## config.mk

```make
export PLATFORM = sky130hd
export DESIGN_NAME = alu_unit
export DESIGN_NICKNAME = d
export VERILOG_FILES = /design/src/ooo_pkg.sv /design/src/alu_unit.sv
export VERILOG_INCLUDE_DIRS = /design/src
export SDC_FILE = /design/constraint.sdc
export NUM_CORES = 1
export LEC_CHECK = 0
export BUFFER_PORTS_ARGS = -buffer_cell sky130_fd_sc_hd__buf_2
export CORE_MARGIN = 2
export CORE_UTILIZATION = 38
export CTS_BUF_LIST = sky130_fd_sc_hd__clkbuf_4
export DETAILED_ROUTE_END_ITERATION = 7
export PLACE_DENSITY = 0.62
export RECOVER_POWER = 100
export SKIP_LAST_GASP = 1
export SYNTH_ARGS = -nofsm -noshare
export SYNTH_HDL_FRONTEND = slang
export SYNTH_SLANG_ARGS = --single-unit
```

## constraint.sdc

```tcl
create_clock -name clk -period 0.8 [get_ports clk]
set_clock_uncertainty 0.05 [all_clocks]
set_input_delay 0.04 -clock clk [delete_from_list [all_inputs] [get_ports clk]]
set_output_delay 0.04 -clock clk [all_outputs]
set_load 0.05 [all_outputs]
```

## src/ooo_settings.svh

```systemverilog
`ifndef OOO_SETTINGS_SVH
`define OOO_SETTINGS_SVH

// data path
`define XLEN        32

// register file and rename
`define ARCH_REGS   32
`define PHYS_REGS   64

// window sizes
`define ROB_DEPTH   16
`define RS_DEPTH    4

// multiplier stages
`define MUL_LATENCY 3

`endif

```

## src/ooo_pkg.sv

```systemverilog
`default_nettype none

`include "ooo_settings.svh"

package ooo_pkg;

    typedef logic [`XLEN-1:0]               word_t;
    typedef logic [$clog2(`ARCH_REGS)-1:0]  arch_reg_t;
    typedef logic [$clog2(`PHYS_REGS)-1:0]  phys_tag_t;
    typedef logic [$clog2(`ROB_DEPTH)-1:0]  rob_idx_t;

    typedef enum logic [3:0] {
        op_add,
        op_sub,
        op_and,
        op_or,
        op_xor,
        op_slt,
        op_sll,
        op_srl,
        op_mul
    } alu_op_e;

    typedef enum logic [1:0] {
        unit_alu,
        unit_mul,
        unit_none   // completes at dispatch, writes nothing
    } unit_e;

    typedef struct packed {
        unit_e     unit;
        alu_op_e   op;
        arch_reg_t rs1;
        arch_reg_t rs2;
        arch_reg_t rd;
        logic      use_imm;
        word_t     imm;     // already sign extended
    } decoded_t;

    typedef struct packed {
        phys_tag_t tag;
        logic      ready;
        word_t     value;
    } operand_t;

    typedef struct packed {
        alu_op_e   op;
        phys_tag_t dst_tag;
        rob_idx_t  rob_idx;
        operand_t  src1;
        operand_t  src2;    // holds the immediate for I-type
    } issue_t;

    typedef struct packed {
        logic      valid;
        phys_tag_t tag;
        rob_idx_t  rob;
        word_t     value;
    } result_t;

    typedef struct packed {
        logic      valid;
        arch_reg_t rd;
        word_t     value;
    } commit_t;

endpackage

`default_nettype wire

```

## src/alu_unit.sv

```systemverilog
`default_nettype none

module alu_unit import ooo_pkg::*; (
    input  wire         clk,
    input  wire         rst_n,
    input  wire issue_t op,
    input  wire         op_valid,
    output result_t     result
);
    word_t a;
    word_t b;
    word_t y;

    assign a = op.src1.value;
    assign b = op.src2.value;   // register or immediate

    always_comb begin
        case (op.op)
            op_add:  y = a + b;
            op_sub:  y = a - b;
            op_and:  y = a & b;
            op_or:   y = a | b;
            op_xor:  y = a ^ b;
            op_slt:  y = word_t'($signed(a) < $signed(b));
            op_sll:  y = a << b[4:0];
            op_srl:  y = a >> b[4:0];
            default: y = '0;
        endcase
    end

    always_ff @(posedge clk or negedge rst_n) begin
        if (!rst_n)
            result <= '0;
        else
            result <= '{valid: op_valid, tag: op.dst_tag, rob: op.rob_idx, value: y};
    end

endmodule

`default_nettype wire

```

==> impl_metrics.env <==
export IMPL_clockRootBuffer="clkbuf_4"
export IMPL_min_period_ps=2270
export IMPL_cp_arrival_ps=2550
export IMPL_ant_nets=0
export IMPL_rsz0062_at_grt="true"
export IMPL_num_vias=12550
export IMPL_timing_final_crit_share=2.84
export IMPL_cts_htree_levels=2
export IMPL_synth_area_um2=9240
export IMPL_die_area_um2=25600
export IMPL_end_kind="flop"
export IMPL_synth_nets=1456
export IMPL_place_hpwl_mm=35.3
export IMPL_worst_slew_pin_slew_ps=1270
export IMPL_grt_pass1_vias=12299
export IMPL_synth_top_family_by_area="compound AO/OA/AOI/OAI gates"
export IMPL_final_hold_violation_count=0
export IMPL_netlist_instances=1255
export IMPL_layout_nets=2028
export IMPL_routed_wl_mm=47.6
export IMPL_p_int_mw=8.46
export IMPL_cellLeakagePower_nw=7.50
export IMPL_die_h_um=160
export IMPL_clkPwrFrac=0.114
export IMPL_cp_slowest_cell="fa_2"
export IMPL_worst_slack_ps=-1470
export IMPL_drt_iter0_drc=1194
export IMPL_swShare=0.470
export IMPL_crit_path_max_fanout=2
export IMPL_ys_flop_type="dfrtp_1"
export IMPL_place_inst=2065
export IMPL_cp_start_kind="input port"
export IMPL_max_vdd_ir_drop_mv=0.646
export IMPL_place_area_um2=13400
export IMPL_synth_xor_area_share=0.0256
export IMPL_finalSetupTns_ps=-51320
export IMPL_initial_core_util=0.383
export IMPL_routed_via_density=5.83
export IMPL_synth_edf_count=0
export IMPL_gp_congestion=1.00
export IMPL_wl_per_cell_um=22.1
export IMPL_yosys_mux_area_fraction=0.117
export IMPL_fmax_mhz=440
export IMPL_max_stage_delay_ps=390
export IMPL_yosysWarnings=0
export IMPL_finalMaxSlewViolations=0
export IMPL_grt_pass1_wl_mm=70.7
export IMPL_grt_overflow=0
export IMPL_synth_compound_area_frac=0.341
export IMPL_io_pins=138
export IMPL_antenna_found_initial=2
export IMPL_path_clk_slew_ps=210
export IMPL_violations="negative setup slack"
export IMPL_grt_start_max_net_pins=55
export IMPL_instances_no_fill=2153
export IMPL_synth_top_cell_area_share=0.141
export IMPL_outcome="finished with violations"
export IMPL_grt_usage=0.355
export IMPL_syn2layout_area_growth_pct=73.9
export IMPL_cts_sinks=43
export IMPL_hold_path_class="in2async"
export IMPL_cp_data_required_time_ps=1080
export IMPL_cts_tree="built"
export IMPL_reg_top3="result x43"
export IMPL_avgSynthCellArea_um2=7.36
export IMPL_die_w_um=160
export IMPL_clock_path_buffers=2
export IMPL_async_flop_share=1.00
export IMPL_largest_register_ffs=43
export IMPL_fin_area_um2=16100
export IMPL_path_cells="buf_8 > inv_4 > ha_4 > inv_2 > fa_2 > nand2b_4 > a2111oi_4 > or3_4 > a211oi_4 > a31oi_1 > o21a_1 > o31a_1 > xnor2_1 > o211ai_1"
export IMPL_cts_made_buffers=5
export IMPL_yosysSeqAreaShare=0.117
export IMPL_critPathKind="in2reg"
export IMPL_first_pass_iters=7
export IMPL_pwr_share_seq=0.155
export IMPL_ys_ff_latch=43
export IMPL_p_comb_frac=0.731
export IMPL_drive_above_1_share=0.491
export IMPL_power_switching_mw=7.51
export IMPL_power_density_nw_per_um2=994
export IMPL_synth_simple_area_share=0.155
export IMPL_synth_fa_ha_area_frac=0.145
export IMPL_relSlewSlack=0.152
export IMPL_yosys_top_cells_area="ha_1, dfrtp_1, mux2i_1"
export IMPL_maxCapViolCount=0
export IMPL_power_total_mw=16.0
export IMPL_port_buffers=123
export IMPL_yosysTopAreaCell="ha_1"
export IMPL_rows=57
export IMPL_largest_register="result"
export IMPL_coreArea_um2=24100
export IMPL_drc=0
export IMPL_yosysUniqueCellTypes=85
export IMPL_finalSetupViolations=75
==> placed cells by master (no fill, tap or decap), types with 26 or more instances in the layout <==
master,instances
buf_4,457
o211ai_1,26
buf_2,70
a21oi_1,83
mux2i_1,63
inv_1,85
ha_1,78
nand2_1,75
dfrtp_1,43
buf_6,82
nor2_1,104
a21oi_2,29
o21ai_0,69
==> what timing repair did <==
item,CTS,global route
setup buffers,38,28
endpoints found under the setup margin,75,75
gates cloned,4,2
resized for setup,320,140
pin swaps,87,89
hold endpoints to repair,54,0
hold buffers,12,0
==> cell usage after synthesis, drive strengths merged (6+ instances only) <==
| library cell | n |
|---|---|
| a211oi | 13 |
| a21oi | 118 |
| nor2 | 119 |
| a311oi | 8 |
| o21a | 9 |
| o211ai | 27 |
| mux2i | 80 |
| ha | 104 |
| nand2b | 18 |
| nand3 | 22 |
| clkbuf | 51 |
| nor3 | 23 |
| buf | 37 |
| o22ai | 14 |
| mux4 | 8 |
| a222oi | 13 |
| xnor2 | 26 |
| nor4 | 9 |
| a31oi | 11 |
| o21ai | 125 |
| o21bai | 15 |
| a22oi | 20 |
| mux2 | 9 |
| o41ai | 6 |
| inv | 109 |
| nand2 | 82 |
| nand4 | 6 |
| nor2b | 7 |
| a211o | 10 |
| a221oi | 11 |
| dfrtp | 43 |
| a21o | 15 |
| or3 | 12 |
| a2111oi | 6 |
==> metrics by stage <==
step	utilization	hold slack [ps]	setup slack [ps]
after floorplan	-	-306	-1820
after global placement	0.556	5.00	-2130
after detailed placement	0.556	10.2	-2180
after CTS	0.632	39.6	-1420
after global routing	0.666	164	-1510
final	0.666	107	-1470
==> critical path: cells and delay by family <==
kind            cells  cell delay, ps
xor+xnor            1             150
fa+ha+maj           2             520
buf+inv             3             210
simple gates        2             480
compound gates      6            1160
==> worst max-delay path by stage <==
stage          startpoint    endpoint  slack [ps]  depth (start not counted)
2_1_floorplan       op[2]  result[28]       -1820                         14
3_3_place_gp       op[39]  result[28]       -2130                         14
3_5_place_dp       op[39]  result[28]       -2180                         14
4_1_cts            op[39]  result[28]       -1420                         14
5_1_grt            op[39]  result[28]       -1510                         14
6_report           op[39]  result[22]       -1470                         14
==> power by group through the flow <==
stage	registers, mW	clock network (mW)	logic, mW
2_1_floorplan	3.20	0	4.43
3_3_place_gp	2.47	0	9.24
3_5_place_dp	2.46	0	9.30
4_1_cts	2.48	1.85	10.7
5_1_grt	2.50	1.88	12.3
6_report	2.48	1.81	11.7
==> cells by family (layout without fill, tap and decap cells) <==
family,after synthesis,after routing
compound gates,475,475
simple gates,310,310
buf+inv,197,770
mux,97,97
fa+ha+maj,106,106
flops,43,43
other cells,0,1
xor+xnor,27,27
==> metal layers <==
layer	share of wire	track usage
met5	0.00027	0
met4	0.057	0.170
met3	0.073	0.0543
met2	0.47	0.597
met1	0.40	0.447
==> cell type report <==
cell class,count,area [um^2]
repair buffers,653,5450
multi-input cells,1015,8560
well taps,324,405
fillers,2017,8050
clock inverters,3,47.5
diodes,1,2.50
inverters,109,470
clock buffers,5,37.5
flip-flops and latches,43,1080
Note: power is estimated with default switching activity, not from simulation.
