===== src/ooo_settings.svh =====
`ifndef OOO_SETTINGS_SVH
`define OOO_SETTINGS_SVH

// data path
`define XLEN        32

// register file and rename
`define ARCH_REGS   32
`define PHYS_REGS   64

// window sizes
`define ROB_DEPTH   16
`define RS_DEPTH    4

// multiplier stages
`define MUL_LATENCY 3

`endif


===== src/ooo_pkg.sv =====
`default_nettype none

`include "ooo_settings.svh"

package ooo_pkg;

    typedef logic [`XLEN-1:0]               word_t;
    typedef logic [$clog2(`ARCH_REGS)-1:0]  arch_reg_t;
    typedef logic [$clog2(`PHYS_REGS)-1:0]  phys_tag_t;
    typedef logic [$clog2(`ROB_DEPTH)-1:0]  rob_idx_t;

    typedef enum logic [3:0] {
        op_add,
        op_sub,
        op_and,
        op_or,
        op_xor,
        op_slt,
        op_sll,
        op_srl,
        op_mul
    } alu_op_e;

    typedef enum logic [1:0] {
        unit_alu,
        unit_mul,
        unit_none   // completes at dispatch, writes nothing
    } unit_e;

    typedef struct packed {
        unit_e     unit;
        alu_op_e   op;
        arch_reg_t rs1;
        arch_reg_t rs2;
        arch_reg_t rd;
        logic      use_imm;
        word_t     imm;     // already sign extended
    } decoded_t;

    typedef struct packed {
        phys_tag_t tag;
        logic      ready;
        word_t     value;
    } operand_t;

    typedef struct packed {
        alu_op_e   op;
        phys_tag_t dst_tag;
        rob_idx_t  rob_idx;
        operand_t  src1;
        operand_t  src2;    // holds the immediate for I-type
    } issue_t;

    typedef struct packed {
        logic      valid;
        phys_tag_t tag;
        rob_idx_t  rob;
        word_t     value;
    } result_t;

    typedef struct packed {
        logic      valid;
        arch_reg_t rd;
        word_t     value;
    } commit_t;

endpackage

`default_nettype wire


===== src/reorder_buffer.sv =====
`default_nettype none

`include "ooo_settings.svh"

module reorder_buffer import ooo_pkg::*; (
    input  wire            clk,
    input  wire            rst_n,
    input  wire            dispatch,
    input  wire decoded_t  dec,
    input  wire phys_tag_t dst_tag,
    input  wire phys_tag_t old_tag,
    output rob_idx_t       alloc_idx,
    output logic           full,
    input  wire result_t   alu_result,
    input  wire result_t   mul_result,
    output commit_t        commit,
    output logic           free_valid,
    output phys_tag_t      free_tag
);
    localparam int D  = `ROB_DEPTH;
    localparam int CW = $clog2(D) + 1;

    logic [D-1:0]  done_q;
    logic [D-1:0]  has_dst_q;
    arch_reg_t     rd_q [D];
    phys_tag_t     dst_q [D];
    phys_tag_t     old_q [D];
    word_t         value_q [D];
    rob_idx_t      head_q;
    rob_idx_t      tail_q;
    logic [CW-1:0] count_q;
    logic          retire;

    assign alloc_idx = tail_q;
    assign full      = (count_q == CW'(D));
    assign retire    = (count_q != '0) && done_q[head_q];

    always_ff @(posedge clk or negedge rst_n) begin
        if (!rst_n) begin
            done_q     <= '0;
            has_dst_q  <= '0;
            head_q     <= '0;
            tail_q     <= '0;
            count_q    <= '0;
            commit     <= '0;
            free_valid <= 1'b0;
            free_tag   <= '0;
        end else begin
            if (alu_result.valid)
                done_q[alu_result.rob] <= 1'b1;
            if (mul_result.valid)
                done_q[mul_result.rob] <= 1'b1;
            if (dispatch) begin
                done_q[tail_q]    <= (dec.unit == unit_none);  // nothing to wait for
                has_dst_q[tail_q] <= (dec.unit != unit_none);
                tail_q            <= tail_q + 1'b1;
            end
            if (retire)
                head_q <= head_q + 1'b1;
            commit     <= '{valid: retire, rd: rd_q[head_q], value: value_q[head_q]};
            free_valid <= retire && has_dst_q[head_q];
            free_tag   <= old_q[head_q];
            count_q    <= count_q + CW'(dispatch) - CW'(retire);
        end
    end

    always_ff @(posedge clk) begin
        if (dispatch) begin
            rd_q[tail_q]    <= dec.rd;
            dst_q[tail_q]   <= dst_tag;
            old_q[tail_q]   <= old_tag;
            value_q[tail_q] <= '0;
        end
        if (alu_result.valid)
            value_q[alu_result.rob] <= alu_result.value;
        if (mul_result.valid)
            value_q[mul_result.rob] <= mul_result.value;
    end

    assert property (@(posedge clk) disable iff (!rst_n) dispatch |-> !full)
        else $error("rob: dispatch into full buffer");
    // a result must land on the slot that was renamed to its tag
    assert property (@(posedge clk) disable iff (!rst_n)
        alu_result.valid |-> alu_result.tag == dst_q[alu_result.rob])
        else $error("rob: alu result tag does not match its slot");

endmodule

`default_nettype wire


===== config.mk =====
export PLATFORM = sky130hd
export DESIGN_NAME = reorder_buffer
export DESIGN_NICKNAME = d
export VERILOG_FILES = /design/src/ooo_pkg.sv /design/src/reorder_buffer.sv
export VERILOG_INCLUDE_DIRS = /design/src
export SDC_FILE = /design/constraint.sdc
export NUM_CORES = 2
export LEC_CHECK = 0
export BUFFER_PORTS_ARGS = -buffer_cell sky130_fd_sc_hd__buf_2
export CAP_MARGIN = 25
export CORE_MARGIN = 3
export CORE_UTILIZATION = 55
export DETAILED_ROUTE_END_ITERATION = 6
export GPL_TIMING_DRIVEN = 0
export HOLD_SLACK_MARGIN = 0.12
export PLACE_DENSITY = 0.8
export REMOVE_ABC_BUFFERS = 1
export SLEW_MARGIN = 5
export SYNTH_ARGS = -nofsm -noshare
export SYNTH_HDL_FRONTEND = slang
export SYNTH_SLANG_ARGS = --single-unit

===== constraint.sdc =====
create_clock -name clk -period 5.8 [get_ports clk]
set_clock_uncertainty 0.05 [all_clocks]
set_input_delay 0 -clock clk [delete_from_list [all_inputs] [get_ports clk]]
set_output_delay 0 -clock clk [all_outputs]
set_load 0.005 [all_outputs]

==> results by stage <==
Outcome:
- The run finished with clean final reports.

Worst setup path:
- In this run the worst setup path begins at head_q[0].
- The cell count of the worst reg-to-reg path is 14.
- The largest single stage delay on the critical path is 0.74 ns.
- For the worst setup path, the data required time is 6.30 ns.
- The worst setup path is of the flop to flop kind.
- The worst setup path is captured at a flop.
- The most frequent cell on the critical path is sky130_fd_sc_hd__inv_1.
- The maximum fanout encountered on the critical timing path is 33.
- The worst setup path is launched from a flop.
- Traced cell by cell, the critical path runs through buf_12 -> buf_16 -> mux4_2 -> o22ai_1 -> o32ai_2 -> ha_1 -> inv_1 -> ha_1 -> inv_1 -> fa_1 -> inv_1 -> a21oi_1 -> o21bai_1 -> xnor2_1.
- Among all stages on the critical path, the largest delay is contributed by sky130_fd_sc_hd__dfrtp_4.
- For the worst setup path, the data arrival time is 4.62 ns.
- The setup check on the worst reg-to-reg path leaves a slack of 1.68 ns.
- In this run the critical register-to-register path is launched from head_q[0].
- The endpoint identified for the worst register-to-register timing path is count_q[4].
- The endpoint of the most critical setup path is count_q[4].

Route:
- In the final routed layout, each cell accounts on average for 34.5 um.
- The first detailed-routing pass ran for 6 iterations.
- After detailed routing, the number of vias per cell comes to 7.34.
- The remaining antenna violation count after routing is 0.
- The number of design-rule violations left by the first detailed-router iteration is 3,827.
- The final route contains 22,700 vias.
- The routed wire length is 107 mm.
- After detailed routing, the number of remaining DRC violations is 0.

STA:
- The final clock period utilization by the worst path is 71.0%.
- Setup violations remaining at the end of the flow were counted as 0.
- The final hold violation count is 0.
- The actual slew at the worst max-slew pin is 1.12 ns.
- Summed over all failing endpoints, the final setup total negative slack is 0 ns.
- The maximum clock frequency is 0.243 GHz.
- The worst relative slew slack is 25.4%.
- The final critical-path required period is 4.12 ns.
- Setup repair after global routing left no endpoint under its margin.
- The number of slew-limit violations in the final report is 0.

Floorplan:
- After floorplanning, the core was sized to cover 62,300 um^2.
- From left edge to right edge, the die measures 258 um.
- The die extent in y is 258 um.
- The effective utilization at floorplan is 56.1%.
- The die covers 66,600 um^2.
- Row generation in the floorplan step produced 91 rows.
- The number of top-level pins is 205.

Job:
- Max-cap violations in this run came to 0.

Cells and area:
- Relative to the synthesized area, the layout overhead comes to 18.7%.
- For this run, the post-layout net count is 2,347.
- The layout has 3,837 filler cells.
- The finished cells cover 41,500 um^2.
- The ratio of cells with drive above 1 in the final layout is 27.9%.

Power and ir drop:
- Power spread over the standard cell area amounts to 427 nW/um^2.
- The worst-case IR drop observed on VDD is 0.000349 V.
- The leakage power total is 14.6 nW.

GRT:
- The maximum number of pins on one net before global-route repair is 47.
- Global routing used 32.2% of the available tracks across all layers.
- The initial antenna violation count was 8.
- The number of global-route vias before repair is 23,400.
- The first global-routing pass estimated 156 mm of wire.
- For this run the aggregate overflow at the end of global routing stands at 0.

Clock network:
- TritonCTS built the clock tree.
- For the worst-skew pair, the clock arrives at the later sink with an insertion delay of 0.64 ns.
- Clock tree synthesis inserted a total of 81 buffers.
- The clock passes through at most 3 buffers.
- The root buffer cell is sky130_fd_sc_hd__clkbuf_16.
- The maximum level of the CTS H-tree is 3.
- The tree built by TritonCTS fans out to 778 sinks.
- Clock-pin slew was measured on the worst setup and hold paths at 0.06 ns.

Yosys:
- The share of flip-flops with an asynchronous set or reset after synthesis is 11.6%.
- After synthesis the cells add up to 35,000 um^2.
- Counting flops with a built-in enable in the synthesized netlist gives 688.
- Synthesis produced a netlist whose cell count is 2,024.
- Yosys mapped the design onto 44 distinct sky130hd cell types.
- After synthesis, flip-flops and latches occupy 65.5% of the total area.
- The average footprint of a synthesized cell is 17.3 um^2.
- Counting flops and latches in the post-synthesis netlist gives 778.
- The count of yosys warnings during synthesis is 0.
- The most used flip-flop cell after synthesis is sky130_fd_sc_hd__edfxtp_1.

Placed design:
- The wire-length estimate of the detail-placed layout is 65.3 mm.
- Routability-driven placement finished with a final weighted congestion of 0.795.
- The quantity of I/O buffers inserted on ports is 139.
- The standard cell area after detailed placement is 37,600 um^2.

Worst hold path:
- The worst hold path belongs to the class input port to flop.
synth_stat cells (all sizes together) (5+ instances only):
cell type	instances	area [um^2]
a22o	512	4480
buf	113	561
clkbuf	172	646
dfrtp	90	2250
edfxtp	688	20700
ha	11	138
inv	31	116
mux4	222	5000
nand2	51	191
nand3	5	25.0
nand3b	17	128
nor2	30	120
o21ai	17	85.1
o22a	17	149
xnor2	5	43.8
what timing repair did:
item                                   CTS  global route
setup buffers                            0             0
endpoints found under the hold margin  818             0
hold buffers                           117             0
gates resized for setup                  0             0
worst min path at each step:
stage               startpoint           end  slack [ns]  depth (start not counted)
floorplan                rst_n  alloc_idx[0]       -0.35                          0
global placement      dispatch  alloc_idx[0]        0.26                          2
detailed placement       rst_n   free_tag[2]       -0.06                          1
CTS                   dispatch  alloc_idx[0]        0.15                          3
global route          dispatch  alloc_idx[0]        0.21                          3
finish                dispatch  alloc_idx[0]        0.18                          3
final cells by class:
type	count	area (um^2)	share of cell area, %
clock buffers	102	2190	5.27
well taps	837	1050	2.52
multi-input cells	930	10900	26.4
inverters	31	116	0.280
repair buffers	358	3730	8.98
diodes	8	20.0	0.0482
clock inverters	49	524	1.26
flip-flops and latches	778	22900	55.2
routing by layer:
layer  track usage, %  share of wire, %  routed length, um  vias up
li1                 -                 -                  -     8717
met5                0             0.024                 26        -
met3             10.3                14              14700      495
met4             17.0               5.9               6290        4
met1             39.2                32              34300    11400
met2             52.0                48              51500     2121
worst max-delay path, delay by kind of cell, from the launching register on:
family	cells	cell delay [ns]
AOI/OAI and AO/OA	4	0.82
xor gates and xnor gates	1	0.13
adders and majority gates	3	0.93
buffers and inverters	5	0.78
DFF	1	0.74
muxes	1	0.55
logic make-up after synthesis:
group,Yosys count,share of synthesized area (%)
and+or+nand+nor,125,1.78
adders and majority gates,12,0.451
DFF,778,65.5
xor gates and xnor gates,8,0.200
AOI/OAI and AO/OA,557,13.8
buffers and inverters,316,3.78
muxes,228,14.5
layout by cell type, fill, tap and decap left out, types with 3 or more instances in the layout:
cell,count
sky130_fd_sc_hd__buf_2,138
sky130_fd_sc_hd__buf_6,8
sky130_fd_sc_hd__xnor2_1,5
sky130_fd_sc_hd__bufinv_16,9
sky130_fd_sc_hd__dfrtp_1,86
sky130_fd_sc_hd__o22a_1,17
sky130_fd_sc_hd__dlygate4sd3_1,116
sky130_fd_sc_hd__buf_16,25
sky130_fd_sc_hd__and3b_1,4
sky130_fd_sc_hd__clkbuf_1,15
sky130_fd_sc_hd__mux4_2,222
sky130_fd_sc_hd__nand3_1,5
sky130_fd_sc_hd__o21ai_0,17
sky130_fd_sc_hd__clkinvlp_4,7
sky130_fd_sc_hd__ha_1,11
sky130_fd_sc_hd__edfxtp_1,688
sky130_fd_sc_hd__clkinv_2,14
sky130_fd_sc_hd__clkbuf_16,83
sky130_fd_sc_hd__buf_8,40
sky130_fd_sc_hd__xor2_1,3
sky130_fd_sc_hd__buf_4,10
sky130_fd_sc_hd__diode_2,8
sky130_fd_sc_hd__a22o_1,512
sky130_fd_sc_hd__nor2_4,28
sky130_fd_sc_hd__nand2_1,51
sky130_fd_sc_hd__inv_1,31
sky130_fd_sc_hd__dfrtp_4,4
sky130_fd_sc_hd__mux2i_1,3
sky130_fd_sc_hd__buf_12,21
sky130_fd_sc_hd__clkbuf_8,4
sky130_fd_sc_hd__nor3_2,3
sky130_fd_sc_hd__clkinv_1,13
sky130_fd_sc_hd__clkinv_8,4
sky130_fd_sc_hd__nand3b_1,17
flip-flops by register name, indices dropped and copies added (netlist names):
| signal | flops |
|---|---|
| rd_q | 80 |
| done_q | 16 |
| free_valid | 1 |
| has_dst_q | 16 |
| count_q | 5 |
| commit | 38 |
| old_q | 96 |
| alloc_idx | 4 |
| free_tag | 6 |
| value_q | 512 |
| head_q | 4 |
per-stage QoR:
stage	total power [mW]	instances	util, %	hold slack [ns]	worst slack (ns)
after floorplan	10.9	1739	-	-0.346	-3.75
after global placement	12.0	2715	57.0	0.264	-7.29
after detailed placement	12.4	2817	60.3	-0.0620	1.70
after CTS	17.7	3085	66.6	0.147	1.66
after global routing	18.3	3088	66.6	0.212	1.52
final	17.7	3093	66.6	0.178	1.68
report_power, final:
group | total, mW | switching, mW | internal (mW)
Clock | 5.30 | 2.20 | 3.09
Combinational | 4.97 | 2.45 | 2.51
Sequential | 7.47 | 0.490 | 6.98
Total | 17.7 | 5.15 | 12.6
Note: power is estimated with default switching activity, not from simulation.
