==> src/ooo_settings.svh <==
`ifndef OOO_SETTINGS_SVH
`define OOO_SETTINGS_SVH

// data path
`define XLEN        32

// register file and rename
`define ARCH_REGS   32
`define PHYS_REGS   64

// window sizes
`define ROB_DEPTH   16
`define RS_DEPTH    4

// multiplier stages
`define MUL_LATENCY 3

`endif

==> src/ooo_pkg.sv <==
`default_nettype none

`include "ooo_settings.svh"

package ooo_pkg;

    typedef logic [`XLEN-1:0]               word_t;
    typedef logic [$clog2(`ARCH_REGS)-1:0]  arch_reg_t;
    typedef logic [$clog2(`PHYS_REGS)-1:0]  phys_tag_t;
    typedef logic [$clog2(`ROB_DEPTH)-1:0]  rob_idx_t;

    typedef enum logic [3:0] {
        op_add,
        op_sub,
        op_and,
        op_or,
        op_xor,
        op_slt,
        op_sll,
        op_srl,
        op_mul
    } alu_op_e;

    typedef enum logic [1:0] {
        unit_alu,
        unit_mul,
        unit_none   // completes at dispatch, writes nothing
    } unit_e;

    typedef struct packed {
        unit_e     unit;
        alu_op_e   op;
        arch_reg_t rs1;
        arch_reg_t rs2;
        arch_reg_t rd;
        logic      use_imm;
        word_t     imm;     // already sign extended
    } decoded_t;

    typedef struct packed {
        phys_tag_t tag;
        logic      ready;
        word_t     value;
    } operand_t;

    typedef struct packed {
        alu_op_e   op;
        phys_tag_t dst_tag;
        rob_idx_t  rob_idx;
        operand_t  src1;
        operand_t  src2;    // holds the immediate for I-type
    } issue_t;

    typedef struct packed {
        logic      valid;
        phys_tag_t tag;
        rob_idx_t  rob;
        word_t     value;
    } result_t;

    typedef struct packed {
        logic      valid;
        arch_reg_t rd;
        word_t     value;
    } commit_t;

endpackage

`default_nettype wire

==> src/rename_unit.sv <==
`default_nettype none

`include "ooo_settings.svh"

module rename_unit import ooo_pkg::*; (
    input  wire            clk,
    input  wire            rst_n,
    input  wire            dispatch,
    input  wire decoded_t  dec,
    output phys_tag_t      src1_tag,
    output phys_tag_t      src2_tag,
    output phys_tag_t      dst_tag,
    output phys_tag_t      old_tag,
    output logic           free_empty,
    input  wire            free_valid,
    input  wire phys_tag_t free_tag
);
    localparam int FREE_DEPTH = `PHYS_REGS - `ARCH_REGS;
    localparam int PW         = $clog2(FREE_DEPTH);

    phys_tag_t     rat [`ARCH_REGS];
    phys_tag_t     free_q [FREE_DEPTH];
    logic [PW-1:0] rd_ptr;
    logic [PW-1:0] wr_ptr;
    logic [PW:0]   count;
    logic          pop;

    assign pop        = dispatch && (dec.unit != unit_none);
    assign src1_tag   = rat[dec.rs1];
    assign src2_tag   = rat[dec.rs2];
    assign old_tag    = rat[dec.rd];
    assign dst_tag    = free_q[rd_ptr];    // head of the free list
    assign free_empty = (count == '0);

    always_ff @(posedge clk or negedge rst_n) begin
        if (!rst_n) begin
            for (int i = 0; i < `ARCH_REGS; i++) begin
                rat[i] <= phys_tag_t'(i);
            end
            for (int i = 0; i < FREE_DEPTH; i++) begin
                free_q[i] <= phys_tag_t'(`ARCH_REGS + i);
            end
            rd_ptr <= '0;
            wr_ptr <= '0;
            count  <= (PW+1)'(FREE_DEPTH);
        end else begin
            if (pop) begin
                rat[dec.rd] <= dst_tag;
                rd_ptr      <= rd_ptr + 1'b1;
            end
            if (free_valid) begin
                free_q[wr_ptr] <= free_tag;
                wr_ptr         <= wr_ptr + 1'b1;
            end
            count <= count + (PW+1)'(free_valid) - (PW+1)'(pop);
        end
    end

    assert property (@(posedge clk) disable iff (!rst_n) pop |-> !free_empty)
        else $error("rename: pop from empty free list");
    assert property (@(posedge clk) disable iff (!rst_n)
        free_valid |-> count != (PW+1)'(FREE_DEPTH))
        else $error("rename: push into full free list");

endmodule

`default_nettype wire

==> config.mk <==
export PLATFORM = sky130hd
export DESIGN_NAME = rename_unit
export DESIGN_NICKNAME = d
export VERILOG_FILES = /design/src/ooo_pkg.sv /design/src/rename_unit.sv
export VERILOG_INCLUDE_DIRS = /design/src
export SDC_FILE = /design/constraint.sdc
export NUM_CORES = 1
export LEC_CHECK = 0
export ABC_AREA = 1
export BUFFER_PORTS_ARGS = -buffer_cell sky130_fd_sc_hd__buf_2
export CAP_MARGIN = 20
export CORE_UTILIZATION = 27
export DETAILED_ROUTE_END_ITERATION = 8
export PLACE_DENSITY = 0.48
export SLEW_MARGIN = 20
export SYNTH_ARGS = -nofsm -noshare
export SYNTH_HDL_FRONTEND = slang
export SYNTH_SLANG_ARGS = --single-unit
==> constraint.sdc <==
create_clock -name clk -period 2.1 [get_ports clk]
set_input_delay 0.21 -clock clk [delete_from_list [all_inputs] [get_ports clk]]
set_output_delay 0.21 -clock clk [all_outputs]
set_load 0.01 [all_outputs]
==> impl_results.md, run 1 <==
- Syn avg cell area: ~7 um2
- Core Region: approximately 86000 um2
- Max incr delay on CP: ~550 ps
- Static Leak: 14.16 nW
- Post-route DRC: 0
- Rows: between 100 and 150
- Pin count of the biggest net entering global routing: 77
- DR WL/cell: between 20 and 25 um
- Crit-path most repeated cell: nand2_4
- Critical path type: register to primary output
- Worst Setup Start Kind: register
- Post-Route WL: 100300 um
- MaxCap Viol Count: 0
- Vias: 23710
- Max-slew violation total from the final report: 0
- H-tree depth: 2
- Final Setup Violations: between 90 and 100
- Longest Clk Path Bufs: 3
- Pre-CTS setup slack: -55.56 ps
- Hold Crit Class: primary input to asynchronous set/reset pin
- Vias in the first global route: 22920
- # placed instances: ~4500
- CP Max Fanout: 7
- Worst EP required: approximately 1900 ps
- DRT antenna net count: 0
- Setup Skew: roughly 45 ps
- First-pass GRT wire length: around 150000 um
- Slowest-stage cell, CP: dfrtp_4
- Final RePlAce weighted congestion: 0.9920
- Nets: ~3600
- Clk root buf: clkbuf_16
- CTS Buf Count: slightly above 50
- Global route total overflow: 0
- Drt pass-1 iters: 5
- Tot GR Track Use: between 20% and 30%
- Min Hold Slack: around 67 ps
- CP cell instances: inv_12 -> buf_8 -> buf_16 -> nand2_4 -> nand2_2 -> nand2_1 -> a21oi_2 -> nor2_4 -> nand2_4 -> nand2_4 -> inv_2 -> buf_6
- Switch share: between 40% and 50%
- Final core utilization: 36.26%
- Switching power: ~0.020 W
- Layout Cells excl Fill: around 4700
- Post-Syn Instances: approximately 3400
- Final HPWL DP: roughly 64000 um
- Post-Syn Area: around 23000 um2
- First DRT Iteration DRCs: around 2500
- FF+latch count, synth: 400
- Vias/cell: roughly 5
- Status: finished, violations left
- Minimum clock period: roughly 2600 ps
- Fin crit share: 122.0%
- Pwr Density: 1516 nW/um2
- Initial core utilization: a little over a quarter
- CTS tree: yes
- Register area share after synthesis: between 40% and 50%
- Clock power share: between 20% and 30%
- Number of library cell types mapped by synthesis: 28
- Worst rel slew slack: about two thirds
- Initial antenna violation count: 0
- Reg power frac: between 30% and 40%
- Die area: 87970 um2
- Die width: around 300 um
- Chip height: just under 300 um
- Critical Path End Type: primary output
- Share of layout cells above drive strength 1: ~30%
- Syn-to-layout area delta: 32.40%
- Combinational power share: between 40% and 50%
- Measured slew at the worst slew-check pin: ~520 ps
- Fmax: just under 400 MHz
- Clock sink count: 400
- Final worst slack: -462.0 ps
- Hold Fails Final Rpt: 0
- Yosys Warn Count: 0
- Mapped Nets: about 3400
- VDD IR-drop max: 0.0009498 V
- Worst EP arrival: between 2000 and 2500 ps
- Port Buf Inserts: just over 50
- # IOs: 89
- Failing checks: negative setup slack
- Clock Latency Late Sink: 650 ps
- Internal: 0.02674 W
- RSZ-0062 raised after global routing: true
- Clock-pin slew on the worst setup and hold paths: around 60 ps
-- worst max-delay path: cells and delay by family, from the launching register on --
family / cells / cell delay [ps]
AOI/OAI and AO/OA: 1 / 200
DFF: 1 / 550
buffers and inverters: 5 / 540
and+or+nand+nor: 6 / 400
-- power by group through the flow --
| stage | Clock, W | Sequential (W) | Combinational [W] |
|---|---|---|---|
| floorplan | 0 | 0.0131 | 0.00974 |
| detailed placement | 0 | 0.0140 | 0.0161 |
| CTS | 0.00999 | 0.0140 | 0.0195 |
| finish | 0.00975 | 0.0141 | 0.0232 |
| global placement | 0 | 0.0140 | 0.0160 |
| global route | 0.0103 | 0.0145 | 0.0248 |
-- repair_timing --
action                     in CTS  in global routing
setup endpoints to repair      97                216
hold endpoints to repair      246                  0
gates resized for setup       298                243
buffers inserted               28                 31
hold buffers                    8                  0
cloned                          8                 14
pin swaps                     154                129
-- cell usage in the layout (no fill, tap or decap), types with 66 or more instances in the layout --
cell type	instances
nand2_1	1331
nand2_2	104
nand3_2	158
nand3_1	428
o21ai_0	179
a22oi_1	66
buf_4	133
dfrtp_1	203
inv_1	120
dfstp_2	193
-- cell usage after synthesis, drive strengths merged --
cell type | number | area, um2
o21ai | 184 | 920.9
nor2 | 117 | 694.4
xor2 | 10 | 87.58
dfrtp | 207 | 5180
a21oi | 45 | 225.2
a22oi | 96 | 720.7
nor3 | 10 | 133.9
buf | 95 | 449.2
nand4 | 2 | 12.51
nand2 | 1461 | 5507
dfstp | 193 | 5071
ha | 13 | 162.7
inv | 173 | 656.9
fa | 1 | 20.02
clkinv | 4 | 15.01
o21a | 12 | 90.09
nand3 | 602 | 3013
clkbuf | 126 | 473.0
-- metal layers --
layer | share of wire (%) | vias up | track usage (%) | routed length (um)
li1 | - | 11090 | - | -
met1 | 45 | 11550 | 30.46 | 44890
met2 | 46 | 878 | 35.55 | 45730
met3 | 6.1 | 190 | 2.742 | 6090
met4 | 3.6 | 0 | 7.644 | 3600
met5 | 0 | - | 0 | 0
-- state kept, by name, indices dropped and copies added (netlist names) --
name	count
wr_ptr	5
count	6
rat	192
free_q	192
rd_ptr	5
-- cells by family (layout without fill, tap and decap cells) --
| family | after synthesis | count (layout) | synth area share, % |
|---|---|---|---|
| buffers and inverters | 398 | 564 | 6.803 |
| other | 0 | 2 | 0 |
| adders and majority gates | 14 | 14 | 0.7796 |
| and+or+nand+nor | 2192 | 2192 | 39.95 |
| xor gates and xnor gates | 10 | 10 | 0.3738 |
| DFF | 400 | 400 | 43.75 |
| AOI/OAI and AO/OA | 337 | 337 | 8.351 |
-- path summary, 6_finish.rpt --
check	from	endpoint	slack, ps	cells after the start
min	rst_n	rat[101]	70	2
min reg2reg	free_q[147]	free_q[147]	480	2
max	rd_ptr[0]	dst_tag[4]	-460	12
min in group clk	dispatch	rd_ptr[0]	130	4
max reg2reg	rd_ptr[0]	rat[29]	-110	14
max in group asynchronous	rst_n	free_q[64]	1190	3
-- stage by stage --
stage	power (W)	TNS (ps)	cell area (um2)
6_report	0.04704	-8242	31020
5_1_grt	0.04959	-20540	31020
4_1_cts	0.04349	-6777	29660
3_5_place_dp	0.03007	-1109	26030
3_3_place_gp	0.02997	-284.6	26030
2_1_floorplan	0.02289	0	23430
-- final cells by class --
type | count | area, um2
Antenna cell | 2 | 5.005
Clock buffer | 77 | 1564
Clock inverter | 19 | 327.8
Fill cell | 8927 | 54520
Inverter | 177 | 691.9
Multi-Input combinational cell | 2553 | 13380
Sequential cell | 400 | 10260
Tap cell | 1144 | 1431
Timing Repair Buffer | 291 | 3369
No activity file was read; power rests on OpenSTA's default activity.
==> run 2: changes to the inputs <==
ABC_CLOCK_PERIOD_IN_PS = 2100   (was default)
CORE_MARGIN = 2   (was default)
HOLD_SLACK_MARGIN = 0.12   (was default)
==> run 2 against run 1 <==
Against the previous run: the flow still finishes with violations (negative setup slack); sequential share of layout area rose by 1.3 points; utilization down 1.7 points; critical endpoint is now dst_tag[0]; clock-buffer cell count shrank 8; global-route usage decreased by 1.5 points; power decreased by 5.7%; largest cell class unchanged; first-iteration DRC count decreased by 16%.
==> impl_results.md, run 2 (synthesized netlist as in run 1, its figures left out) <==
- Status: finished, violations left
- Failing checks: negative setup slack
- Reg-to-Reg Start: rd_ptr[0]
- Worst EP required: about 1900 ps
- Initial core utilization: around 27%
- Vias/cell: between 5 and 6
- Die width: between 200 and 300 um
- ANT cells: 0
- Vias: 23210
- H-tree depth: 2
- Hold Startpoint: dec[53]
- Worst EP arrival: about 2400 ps
- Largest registers: free_q: 192 flops, rat: 192 flops, count: 6 flops
- RSZ-0062 raised after global routing: true
- Final HPWL DP: between 60000 and 70000 um
- Share of layout cells above drive strength 1: between 20% and 30%
- Drt pass-1 iters: 5
- VDD IR-drop max: 0.001078 V
- Pin count of the biggest net entering global routing: 60
- MaxCap Viol Count: 0
- Final Setup Violations: 191
- Layout Cells excl Fill: between 4000 and 5000
- Vias in the first global route: around 22000
- Commonest cells after routing, fill and taps aside: 1338 x nand2_1, 494 x nand3_1, 197 x dfrtp_1, 193 x dfstp_2, 182 x o21ai_0
- Max-slew violation total from the final report: 0
- Crit-path leading delay family: buffers and inverters
- Clk root buf: clkbuf_16
- Core Region: 86350 um2
- DRT antenna net count: 0
- Min Hold Slack: between 100 and 150 ps
- R2R setup slack: -200 ps
- Final core utilization: around a third
- Clock Latency Late Sink: 640 ps
- Cell area after layout: between 20000 and 30000 um2
- Chip height: 298.6 um
- Worst rel slew slack: between 60% and 70%
- Fin crit share: 125.8%
- Port Buf Inserts: just over 50
- Clock sink count: 400
- Max incr delay on CP: approximately 550 ps
- Post-route DRC: 0
- Post-Route WL: 94400 um
- FF-to-FF path depth: 14
- Syn-to-layout area delta: 27.32%
- Clock-pin slew on the worst setup and hold paths: 70 ps
- CTS Buf Count: 49
- Rows: 108
- Static Leak: between 10 and 15 nW
- # placed instances: 4467
- Global route total overflow: 0
- Fmax: between 300 and 400 MHz
- Critical path type: register to primary output
- Buf/Inv on CP: 6
- # IOs: 89
- Setup Skew: 74.27 ps
- Die area: between 80000 and 90000 um2
- CP Depth: 13
- First DRT Iteration DRCs: approximately 2100
- Slowest-stage cell, CP: dfrtp_4
- Longest Clk Path Bufs: 3
- Hold Crit Class: primary input to register
- First-pass GRT wire length: roughly 140000 um
- R2r endpoint: rat[166]
- Placed Area: 25940 um2
- Minimum clock period: 2642 ps
- CTS tree: yes
- Final worst slack: -542.1 ps
- Pwr Density: roughly 1500 nW/um2
- DR WL/cell: just over 20 um
- Hold Fails Final Rpt: 0
- CP cell instances: clkinv_8 -> buf_12 -> buf_6 -> nand2_2 -> nand3_2 -> nand3_2 -> nand2_1 -> nor2_1 -> nand2_2 -> buf_12 -> nand2_8 -> inv_2 -> buf_6
- CP endpoint: dst_tag[0]
- Final RePlAce weighted congestion: around 0.96
- Commonest non-fill, non-tap cell in the layout: nand2_1
- Measured slew at the worst slew-check pin: ~500 ps
- Worst Setup Start Kind: register
- Initial antenna violation count: 2
- Nets: between 3000 and 4000
- Critical path launch point: rd_ptr[0]
- CP Max Fanout: 6
- Tot GR Track Use: approximately a fifth
- Critical Path End Type: primary output
[run 2: cell types whose count changed in the layout (fill, tap and decap cells not counted), sizes merged, moves of 2 or more]
cell         previous run  this run
clkbuf                 89        75
diode                   2         0
inv                   172       174
buf                   271       228
dlygate4sd3             8        11
[run 2: layout make-up]
cell class,count,area [um2]
clock buffer,69,1371
clock inverter,22,336.6
fill,9174,56510
inverter,177,688.2
multi-input combinational,2553,12750
sequential,400,10270
tap,1155,1445
timing repair buffer,246,2975
[run 2: worst min path at each step]
stage                     depth (start not counted)  slack (ps)         to
after floorplan                                   0         -90   count[0]
after global placement                            1         170   count[3]
after detailed placement                          1         190   count[3]
after CTS                                         5         130  rd_ptr[0]
after global routing                              5         170  rd_ptr[0]
final                                             5         140  rd_ptr[0]
[run 2: tightest hold or removal path: stages]
cell	delay (ps)
buf_2	70
nand2_1	40
nand2_1	130
buf_4	200
xor2_1	90
[run 2: layer usage]
layer	vias to the layer above	share of wire [%]	track usage, %	routed length, um
li1	11000	-	-	-
met4	2	3.1	6.652	2921
met3	165	6.0	2.632	5683
met2	755	46	32.66	43430
met5	-	0.0085	0	8
met1	11290	45	29.17	42360
[run 2: stage by stage]
| stage | TNS (ps) | setup slack, ps | total power [W] |
|---|---|---|---|
| floorplan | 0 | 101.8 | 0.02289 |
| global placement | -305.1 | -86.23 | 0.03071 |
| detailed placement | -276.3 | -67.90 | 0.03080 |
| CTS | -7078 | -595.1 | 0.04244 |
| global route | -42160 | -641.7 | 0.04696 |
| finish | -21430 | -542.1 | 0.04437 |
[run 2: power breakdown]
group / internal (W) / total (W) / switching (W)
Clock: 0.00535 / 0.00909 / 0.00374
Sequential: 0.0116 / 0.0142 / 0.00263
Combinational: 0.00832 / 0.0210 / 0.0127
Total: 0.0253 / 0.0444 / 0.0191
[run 2: what timing repair did]
action / 4_1_cts / 5_1_grt
endpoints found under the setup margin: 151 / 216
resized for setup: 193 / 186
buffers inserted: 25 / 20
hold buffers: 11 / 0
pin swaps: 105 / 111
gates cloned: 7 / 6
endpoints found under the hold margin: 255 / 0
