<file path="src/ooo_settings.svh">
`ifndef OOO_SETTINGS_SVH
`define OOO_SETTINGS_SVH

// data path
`define XLEN        32

// register file and rename
`define ARCH_REGS   32
`define PHYS_REGS   64

// window sizes
`define ROB_DEPTH   16
`define RS_DEPTH    4

// multiplier stages
`define MUL_LATENCY 3

`endif

</file>
<file path="src/ooo_pkg.sv">
`default_nettype none

`include "ooo_settings.svh"

package ooo_pkg;

    typedef logic [`XLEN-1:0]               word_t;
    typedef logic [$clog2(`ARCH_REGS)-1:0]  arch_reg_t;
    typedef logic [$clog2(`PHYS_REGS)-1:0]  phys_tag_t;
    typedef logic [$clog2(`ROB_DEPTH)-1:0]  rob_idx_t;

    typedef enum logic [3:0] {
        op_add,
        op_sub,
        op_and,
        op_or,
        op_xor,
        op_slt,
        op_sll,
        op_srl,
        op_mul
    } alu_op_e;

    typedef enum logic [1:0] {
        unit_alu,
        unit_mul,
        unit_none   // completes at dispatch, writes nothing
    } unit_e;

    typedef struct packed {
        unit_e     unit;
        alu_op_e   op;
        arch_reg_t rs1;
        arch_reg_t rs2;
        arch_reg_t rd;
        logic      use_imm;
        word_t     imm;     // already sign extended
    } decoded_t;

    typedef struct packed {
        phys_tag_t tag;
        logic      ready;
        word_t     value;
    } operand_t;

    typedef struct packed {
        alu_op_e   op;
        phys_tag_t dst_tag;
        rob_idx_t  rob_idx;
        operand_t  src1;
        operand_t  src2;    // holds the immediate for I-type
    } issue_t;

    typedef struct packed {
        logic      valid;
        phys_tag_t tag;
        rob_idx_t  rob;
        word_t     value;
    } result_t;

    typedef struct packed {
        logic      valid;
        arch_reg_t rd;
        word_t     value;
    } commit_t;

endpackage

`default_nettype wire

</file>
<file path="src/inst_decoder.sv">
`default_nettype none

module inst_decoder import ooo_pkg::*; (
    input  wire word_t inst,
    output decoded_t   dec
);
    logic [6:0] opcode;
    logic [6:0] funct7;
    logic [2:0] funct3;

    assign opcode = inst[6:0];
    assign funct3 = inst[14:12];
    assign funct7 = inst[31:25];

    always_comb begin
        dec.unit    = unit_none;
        dec.op      = op_add;
        dec.rs1     = inst[19:15];
        dec.rs2     = inst[24:20];
        dec.rd      = inst[11:7];
        dec.use_imm = 1'b0;
        dec.imm     = {{20{inst[31]}}, inst[31:20]};
        case (opcode)
            7'b0110011: begin
                dec.unit = unit_alu;
                case ({funct7, funct3})
                    {7'h00, 3'b000}: dec.op = op_add;
                    {7'h20, 3'b000}: dec.op = op_sub;
                    {7'h00, 3'b111}: dec.op = op_and;
                    {7'h00, 3'b110}: dec.op = op_or;
                    {7'h00, 3'b100}: dec.op = op_xor;
                    {7'h00, 3'b010}: dec.op = op_slt;
                    {7'h00, 3'b001}: dec.op = op_sll;
                    {7'h00, 3'b101}: dec.op = op_srl;
                    {7'h01, 3'b000}: begin
                        dec.op   = op_mul;
                        dec.unit = unit_mul;
                    end
                    default: dec.unit = unit_none;
                endcase
            end
            7'b0010011: begin
                dec.unit    = unit_alu;
                dec.use_imm = 1'b1;
                case (funct3)
                    3'b000:  dec.op = op_add;
                    3'b111:  dec.op = op_and;
                    3'b110:  dec.op = op_or;
                    3'b100:  dec.op = op_xor;
                    default: dec.unit = unit_none;   // slti, shifts by imm etc
                endcase
            end
            default: dec.unit = unit_none;
        endcase
        if (dec.rd == '0)
            dec.unit = unit_none;
        if (dec.unit == unit_none)
            dec.rd = '0;     // commits as a write to x0
    end

endmodule

`default_nettype wire

</file>
<file path="config.mk">
export PLATFORM = sky130hd
export DESIGN_NAME = inst_decoder
export DESIGN_NICKNAME = d
export VERILOG_FILES = /design/src/ooo_pkg.sv /design/src/inst_decoder.sv
export VERILOG_INCLUDE_DIRS = /design/src
export SDC_FILE = /design/constraint.sdc
export NUM_CORES = 1
export LEC_CHECK = 0
export BUFFER_PORTS_ARGS = -buffer_cell sky130_fd_sc_hd__clkbuf_2
export CORE_MARGIN = 4
export CORE_UTILIZATION = 35
export DETAILED_ROUTE_END_ITERATION = 12
export PLACE_DENSITY = 0.95
export SLEW_MARGIN = 5
export SYNTH_ARGS = -nofsm -noshare
export SYNTH_HDL_FRONTEND = slang
export SYNTH_SLANG_ARGS = --single-unit
</file>
<file path="constraint.sdc">
create_clock -name vclk -period 3.2
set_input_delay 0.32 -clock vclk [all_inputs]
set_output_delay 0.32 -clock vclk [all_outputs]
set_load 0.005 [all_outputs]
</file>
==> impl_metrics.ini, run 1 <==
[status]
outcome = completed

[setup_path]
setup.worst_path.start_class = input pin
endpoint = dec[33]
crit_arrival_ns = 2.04
worst-path-max-fanout = 22
endpoint_kind = output port
path_buf_inv = 2
slowest_delay_ns = 0.50
crit_slowest_cell = or4_4
worstSetupPathType = input pin to output port
cp_num_cells = 6
crit_family = simple AND/OR/NAND/NOR gates
cp.required_ns = 2.88
cp_cell_sequence = clkbuf_2, or4_4, or4_4, o211ai_2, and3_1, clkbuf_2
critical_path.startpoint = inst[31]

[sta]
tns_ns = 0
finalMaxSlewViolations = 0
hold_viol = 0
max_slew_margin_pct = 65.4
setup_viol = 0
fin_crit_sh_pct = 73.9
worst_pin_slew_ns = 0.516
fmax_ghz = 0.423
min_period_ns = 2.36
rsz0062_at_grt = no

[route]
first_iter_violations = 7
first_pass_iters = 4
ant_nets = 0
vias = 652
drt_wl_total_um = 1420
drc_errors = 0
vias_per_cell = 4.90
wl_per_cell_um = 10.7

[global_route]
track_usage_pct = 10.6
first_global_vias = 580
overflow = 0
grt_max_degree = 23
grt_antenna_before_repair = 0
grt_pass1_wl_um = 2340

[power_and_ir_drop]
switching_power_mw = 0.0295
p_total_mw = 0.0561
swShare_pct = 52.6
leakagePower_nw = 0.364
pwr_density_cell_nw_per_um2 = 87.4
p_int_mw = 0.0266
seq_power_share_pct = 0
power_frac_comb_pct = 100.0
ir_drop_mv = 0.0377
clkPwrFrac_pct = 0

[clock_network]
cts_hold_buf = 0
cts_resized = 0
post_cts_buffers = 0

[place]
portBuffers = 61
place_hpwl_um = 1250
dp_cells = 133
gp_congestion = 0.819

[synthesis]
synth_top_area_share_pct = 50.2
synth_area_leader_cell = buf_4
synth_common_cells = 42 x buf_4, 7 x and3_1, 5 x nand3_1, 5 x o21ai_0, 4 x nor2_1
yosys.cell_types.count = 26
synth_most_common_cell = buf_4
synthesis.nets = 123
synthTopCellsByArea = buf_4 50%, and3_1 7.0%, nand3_1 4.0%
ys_warn_count = 0
synth_cells = 91
syn_area_per_cell_um2 = 6.90
yosysSeqAreaShare_pct = 0
syn_area_um2 = 628

[cells_and_area]
numSequentialCells = 0
syn2layout_area_growth_pct = 2.19
final_nets = 142
nClkBuffers = 0
fin_cells = 133
n_antenna_cell = 0
fill_cells = 198
seqCellArea_um2 = 0
drive_gt1_share_pct = 60.2

[floorplan]
die_x_um = 50.4
die_area_um2 = 2540
io_pins = 86
die_h_um = 50.4
start_util_pct = 36.8
core_um2 = 1710
core.rowCount = 15

[min_path]
hold_path.class = input pin to output port

[flow_run]
maxCapViolations = 0
layout make-up:
class / instances / area (µm²) / area share (%)
multi-input combinational: 45 / 298 / 46.4
timing repair buffer: 61 / 305 / 47.6
inverter: 2 / 7.51 / 1.17
tap: 25 / 31.3 / 4.87
worst min path at each step:
stage,start,end,slack [ns],depth (start not counted)
floorplan,inst[5],dec[32],0.67,1
global placement,inst[16],dec[44],0.64,0
detailed placement,inst[16],dec[44],0.64,0
CTS,inst[16],dec[44],0.64,0
global route,inst[20],dec[0],0.64,0
finish,inst[16],dec[44],0.64,0
power by group through the flow:
stage,clock network [mW],logic (mW),registers (mW)
floorplan,0,0.0565,0
global placement,0,0.0554,0
detailed placement,0,0.0564,0
CTS,0,0.0567,0
global route,0,0.0642,0
finish,0,0.0561,0
cell families (layout without fill, tap and decap cells):
kind of cell,Yosys count,after routing,synth area share (%)
xor gates and xnor gates,1,1,1.39
AOI/OAI and AO/OA,11,11,12.7
and+or+nand+nor,33,33,33.3
buffers and inverters,46,63,52.6
placed cells by master (no fill, tap or decap):
master	count
nand2b_1	2
xor2_1	1
a2111o_1	1
nor3b_1	1
o2111ai_1	2
nand2_1	2
nand4b_1	1
nor4b_1	1
or4_4	2
nor4b_2	1
a211oi_1	1
or3_1	1
o211ai_2	1
nor3_1	2
and3_1	7
clkbuf_2	61
or4_1	1
nand4_1	1
nor2b_1	1
inv_1	2
nor4_1	1
nand3_1	5
nor2_1	4
a31oi_1	1
o21ai_0	5
stage by stage:
stage	hold slack (ns)	setup slack (ns)	utilization, %	cell area [µm²]
2_1_floorplan	0.671	1.17	-	628
3_3_place_gp	0.640	0.862	37.6	642
3_5_place_dp	0.640	0.817	37.6	642
4_1_cts	0.640	0.817	37.6	642
5_1_grt	0.640	0.637	37.6	642
6_report	0.640	0.835	37.6	642
routing by layer:
layer | track usage, % | routed length, µm | vias up | part of all wire (%)
met5 | 0 | 0 | - | 0
met4 | 0.448 | 4 | 0 | 0.28
met3 | 3.26 | 280 | 2 | 20
met2 | 18.9 | 625 | 58 | 44
met1 | 12.9 | 507 | 277 | 36
li1 | - | - | 315 | -
(Power assumes the default switching activity.)
==> inputs of run 2 (changes only) <==
- ABC_AREA: not set -> 1
- CORE_UTILIZATION: 35 -> 37
- PLACE_DENSITY: 0.95 -> 0.9
- clock period: 3.2 -> 2.24 ns (I/O delays scaled with it)
==> run 2 against run 1 <==
Compared with the run above: sequential share of layout area unchanged; total power grew 70%; non-clock buffer count grew 1; hold slack got worse by 0.19 ns; final cell count grew 34%; largest cell class is now multi-input combinational cells; largest power group unchanged.
==> impl_metrics.ini, run 2 <==
[power_and_ir_drop]
pwr_density_cell_nw_per_um2 = 115
power_frac_comb_pct = 100.0
ir_drop_mv = 0.0504
clkPwrFrac_pct = 0
swShare_pct = 54.8
switching_power_mw = 0.0522
p_total_mw = 0.0953
leakagePower_nw = 0.526
seq_power_share_pct = 0
p_int_mw = 0.0431

[clock_network]
post_cts_buffers = 0
cts_resized = 0
cts_hold_buf = 0

[sta]
worst_pin_slew_ns = 0.431
hold_viol = 0
tns_ns = 0
max_slew_margin_pct = 71.1
fin_crit_sh_pct = 67.0
timing.final.ws_setup_ns = 0.740
whs_ns = 0.448
rsz0062_at_grt = no
setup_viol = 0
finalMaxSlewViolations = 0
min_period_ns = 1.50
fmax_ghz = 0.667

[place]
placed_area_um2 = 832
gp_congestion = 0.937
place_hpwl_um = 1480
dp_cells = 178
place_ws_ns = 0.745
portBuffers = 61

[synthesis]
yosys.area_share.simple_pct = 42.7
synthMuxAreaShare_pct = 0
synthesis.nets = 163
synth_most_common_cell = buf_4
synth_cells = 131
synth_top_area_share_pct = 39.4
ys_warn_count = 0
synth_compound_area_share_pct = 7.66
yosys.cell_types.count = 20
synthXorXnorAreaFrac_pct = 0
synthTopCellsByArea = buf_4 39%, nand2_1 9.4%, inv_1 8.4%
syn_area_um2 = 801
synth_top_family_by_area = buffers and inverters
syn_area_per_cell_um2 = 6.11
synth_area_leader_cell = buf_4
yosysSeqAreaShare_pct = 0
synthAdderAreaFrac_pct = 0
synth_common_cells = 42 x buf_4, 20 x nand2_1, 18 x inv_1

[global_route]
overflow = 0
grt_antenna_before_repair = 0
first_global_vias = 537
grt_pass1_wl_um = 2210
track_usage_pct = 9.48
grt_max_degree = 22

[floorplan]
die_x_um = 54.5
die_h_um = 54.5
io_pins = 86
start_util_pct = 40.0
core_um2 = 2000
die_area_um2 = 2970
core.rowCount = 16

[cells_and_area]
drive_gt1_share_pct = 57.6
final_core_util_pct = 41.6
final_cell_mix = 61 x clkbuf_2, 20 x nand2_1, 18 x inv_1, 11 x nor2_1, 10 x nor2_2
fin_cells = 178
seqCellArea_um2 = 0
syn2layout_area_growth_pct = 3.91
numSequentialCells = 0
fill_cells = 213
nClkBuffers = 0
final_nets = 185
n_antenna_cell = 0
final_common_cell = clkbuf_2
fin_area_um2 = 832

[min_path]
hold_path.class = input pin to output port

[setup_path]
path_buf_inv = 4
slowest_delay_ns = 0.22
crit_slowest_cell = nor2_1
worst-path-max-fanout = 4
worstSetupPathType = input pin to output port
critical_path.startpoint = inst[31]
crit_path_frequent_cell = nand2_1
crit_family = simple AND/OR/NAND/NOR gates
cp.required_ns = 2.02
endpoint_kind = output port
endpoint = dec[48]
crit_arrival_ns = 1.28
cp_num_cells = 11
cp_cell_sequence = clkbuf_2, inv_1, nand2_1, nor2_1, nand3_1, nand2_1, inv_1, nand2_1, nand3_1, nand2_1, clkbuf_2
setup.worst_path.start_class = input pin

[route]
drt_wl_total_um = 1580
vias = 772
first_iter_violations = 8
wl_per_cell_um = 8.87
vias_per_cell = 4.34
drc_errors = 0
ant_nets = 0
first_pass_iters = 4

[status]
outcome = completed

[flow_run]
maxCapViolations = 0
==> run 2: cell count changes after synthesis, sizes merged, moves of 2 or more <==
| cell | change |
|---|---|
| nand2b | -2 |
| nand2 | +19 |
| clkbuf | -2 |
| inv | +20 |
| nand4 | +2 |
| nand3 | +4 |
| and3 | -7 |
| nor4b | -2 |
| or4 | -3 |
| o2111ai | -2 |
| nor2 | +19 |
==> run 2: kinds of logic after synthesis <==
group | count (synthesis)
AOI/OAI and AO/OA | 7
buffers and inverters | 64
and+or+nand+nor | 60
==> run 2: power groups by stage <==
| stage | Sequential (mW) | Combinational (mW) | Clock, mW |
|---|---|---|---|
| 6_report | 0 | 0.0953 | 0 |
| 5_1_grt | 0 | 0.109 | 0 |
| 4_1_cts | 0 | 0.0971 | 0 |
| 3_5_place_dp | 0 | 0.0968 | 0 |
| 3_3_place_gp | 0 | 0.0951 | 0 |
| 2_1_floorplan | 0 | 0.0931 | 0 |
==> run 2: final cells by class <==
| class | instances | area (µm²) | share of cell area (%) |
|---|---|---|---|
| Tap cell | 27 | 33.8 | 4.06 |
| Inverter | 22 | 82.6 | 9.92 |
| Timing Repair Buffer | 62 | 313 | 37.6 |
| Multi-Input combinational cell | 67 | 403 | 48.4 |
==> run 2: how the worst min path moves through the flow <==
stage             start      end  slack (ns)  cells after the start
3_3_place_gp   inst[15]  dec[43]        0.45                      0
4_1_cts        inst[15]  dec[43]        0.45                      0
6_report       inst[16]  dec[44]        0.45                      0
2_1_floorplan   inst[7]  dec[33]        0.53                      2
5_1_grt        inst[18]  dec[46]        0.45                      0
3_5_place_dp   inst[15]  dec[43]        0.45                      0
==> run 2: per-layer routing <==
layer  global-route usage, %  vias to the layer above  wire (µm)
li1                        -                      399          -
met1                    11.4                      324        567
met4                    1.24                        0          6
met5                       0                        -          0
met3                    1.91                        2        232
met2                    17.5                       47        770
==> inputs of run 3 (changes only) <==
- clock period: 2.24 -> 1.45 ns (I/O delays scaled with it)
==> run 3 against run 2 <==
Compared with the run above: worst setup slack worse by 0.62 ns; global-route usage is 0.39 points higher; largest power group unchanged; final cell count stayed put; highest routed layer unchanged; flip-flop and latch count stayed put; die area stayed put; via count is 1.6% lower; sequential share of layout area stayed put; critical endpoint is now dec[36]; design area is 0.90% higher.
==> impl_metrics.ini, run 3 (synthesis results as in run 2) <==
[setup_path]
crit_family = simple AND/OR/NAND/NOR gates
setup.worst_path.start_class = input pin
slowest_delay_ns = 0.24
worstSetupPathType = input pin to output port
crit_arrival_ns = 1.19
path_buf_inv = 3
cp.required_ns = 1.31
cp_cell_sequence = clkbuf_2, nor2_2, inv_2, o21ai_2, nand3_2, a21oi_4, o21ai_4, nor2_2, clkbuf_2
cp_num_cells = 9
worst-path-max-fanout = 6
endpoint_kind = output port
crit_slowest_cell = nor2_2

[global_route]
track_usage_pct = 9.88
grt_max_degree = 22
use_met2_pct = 19.1
grt_busiest_layer = met2
grt_pass1_wl_um = 2350
grt_antenna_before_repair = 0
groute.layer.met1.usage_pct = 12.0
first_global_vias = 575
overflow = 0
met3_usage_pct = 1.09

[sta]
worst_pin_slew_ns = 0.402
rsz0062_at_grt = no
hold_viol = 0
min_period_ns = 1.33
max_slew_margin_pct = 73.0
setup_viol = 0
fin_crit_sh_pct = 91.9
finalMaxSlewViolations = 0
tns_ns = 0
whs_ns = 0.290
fmax_ghz = 0.750

[power_and_ir_drop]
clkPwrFrac_pct = 0
swShare_pct = 55.0
p_total_mw = 0.149
pwr_density_cell_nw_per_um2 = 177
power_frac_comb_pct = 100.0
p_int_mw = 0.0670
seq_power_share_pct = 0
switching_power_mw = 0.0819
ir_drop_mv = 0.0714
leakagePower_nw = 0.526

[place]
portBuffers = 61
gp_congestion = 0.797
dp_cells = 178
placed_area_um2 = 832
place_hpwl_um = 1450

[floorplan]
io_pins = 86
die_x_um = 54.5
die_area_um2 = 2970
die_h_um = 54.5
start_util_pct = 40.0
core.rowCount = 16
core_um2 = 2000

[cells_and_area]
fin_cells = 178
nClkBuffers = 0
multi_input_area_um2 = 410
fin_area_um2 = 840
final_nets = 185
final_cell_mix = 61 x clkbuf_2, 20 x nand2_1, 18 x inv_1, 11 x nor2_2, 10 x nor2_1
n_antenna_cell = 0
fill_cells = 235
numSequentialCells = 0
final_common_cell = clkbuf_2
seqCellArea_um2 = 0
drive_gt1_share_pct = 58.9
syn2layout_area_growth_pct = 4.84

[route]
ant_nets = 0
wl_per_cell_um = 8.63
vias = 760
vias_per_cell = 4.27
drc_errors = 0
first_pass_iters = 4
drt_wl_total_um = 1540
first_iter_violations = 4

[min_path]
hold_path.class = input pin to output port
worstHoldPathCells = 0

[clock_network]
post_cts_buffers = 0
cts_resized = 0
cts_hold_buf = 0

[flow_run]
maxCapViolations = 0

[status]
outcome = completed
## run 3: cell counts in the layout (fill, tap and decap cells not counted)
Identical to the previous run, type by type.
## run 3: final timing paths
check      from       to  slack, ns
min    inst[16]  dec[44]       0.29
max    inst[12]  dec[36]       0.12
## run 3: area by class of cell
cell class | instances | area share, %
inverter | 22 | 9.84
multi-input combinational | 67 | 48.9
tap | 27 | 4.02
timing repair buffer | 62 | 37.3
## run 3: routing by layer
metal	wire length [µm]	vias up
met5	0	-
met4	6	0
met3	211	2
met2	738	42
met1	579	318
li1	-	398
## run 3: power groups by stage
| stage | Sequential, mW | Combinational [mW] | Clock (mW) |
|---|---|---|---|
| 2_1_floorplan | 0 | 0.144 | 0 |
| 3_3_place_gp | 0 | 0.147 | 0 |
| 6_report | 0 | 0.149 | 0 |
| 3_5_place_dp | 0 | 0.150 | 0 |
| 4_1_cts | 0 | 0.150 | 0 |
| 5_1_grt | 0 | 0.170 | 0 |
## run 3: through the flow
step / util (%) / worst slack [ns]
finish: 41.9 / 0.117
global route: 41.9 / 0.00436
CTS: 41.6 / 0.118
detailed placement: 41.6 / 0.119
global placement: 41.6 / 0.0896
floorplan: - / 0.387
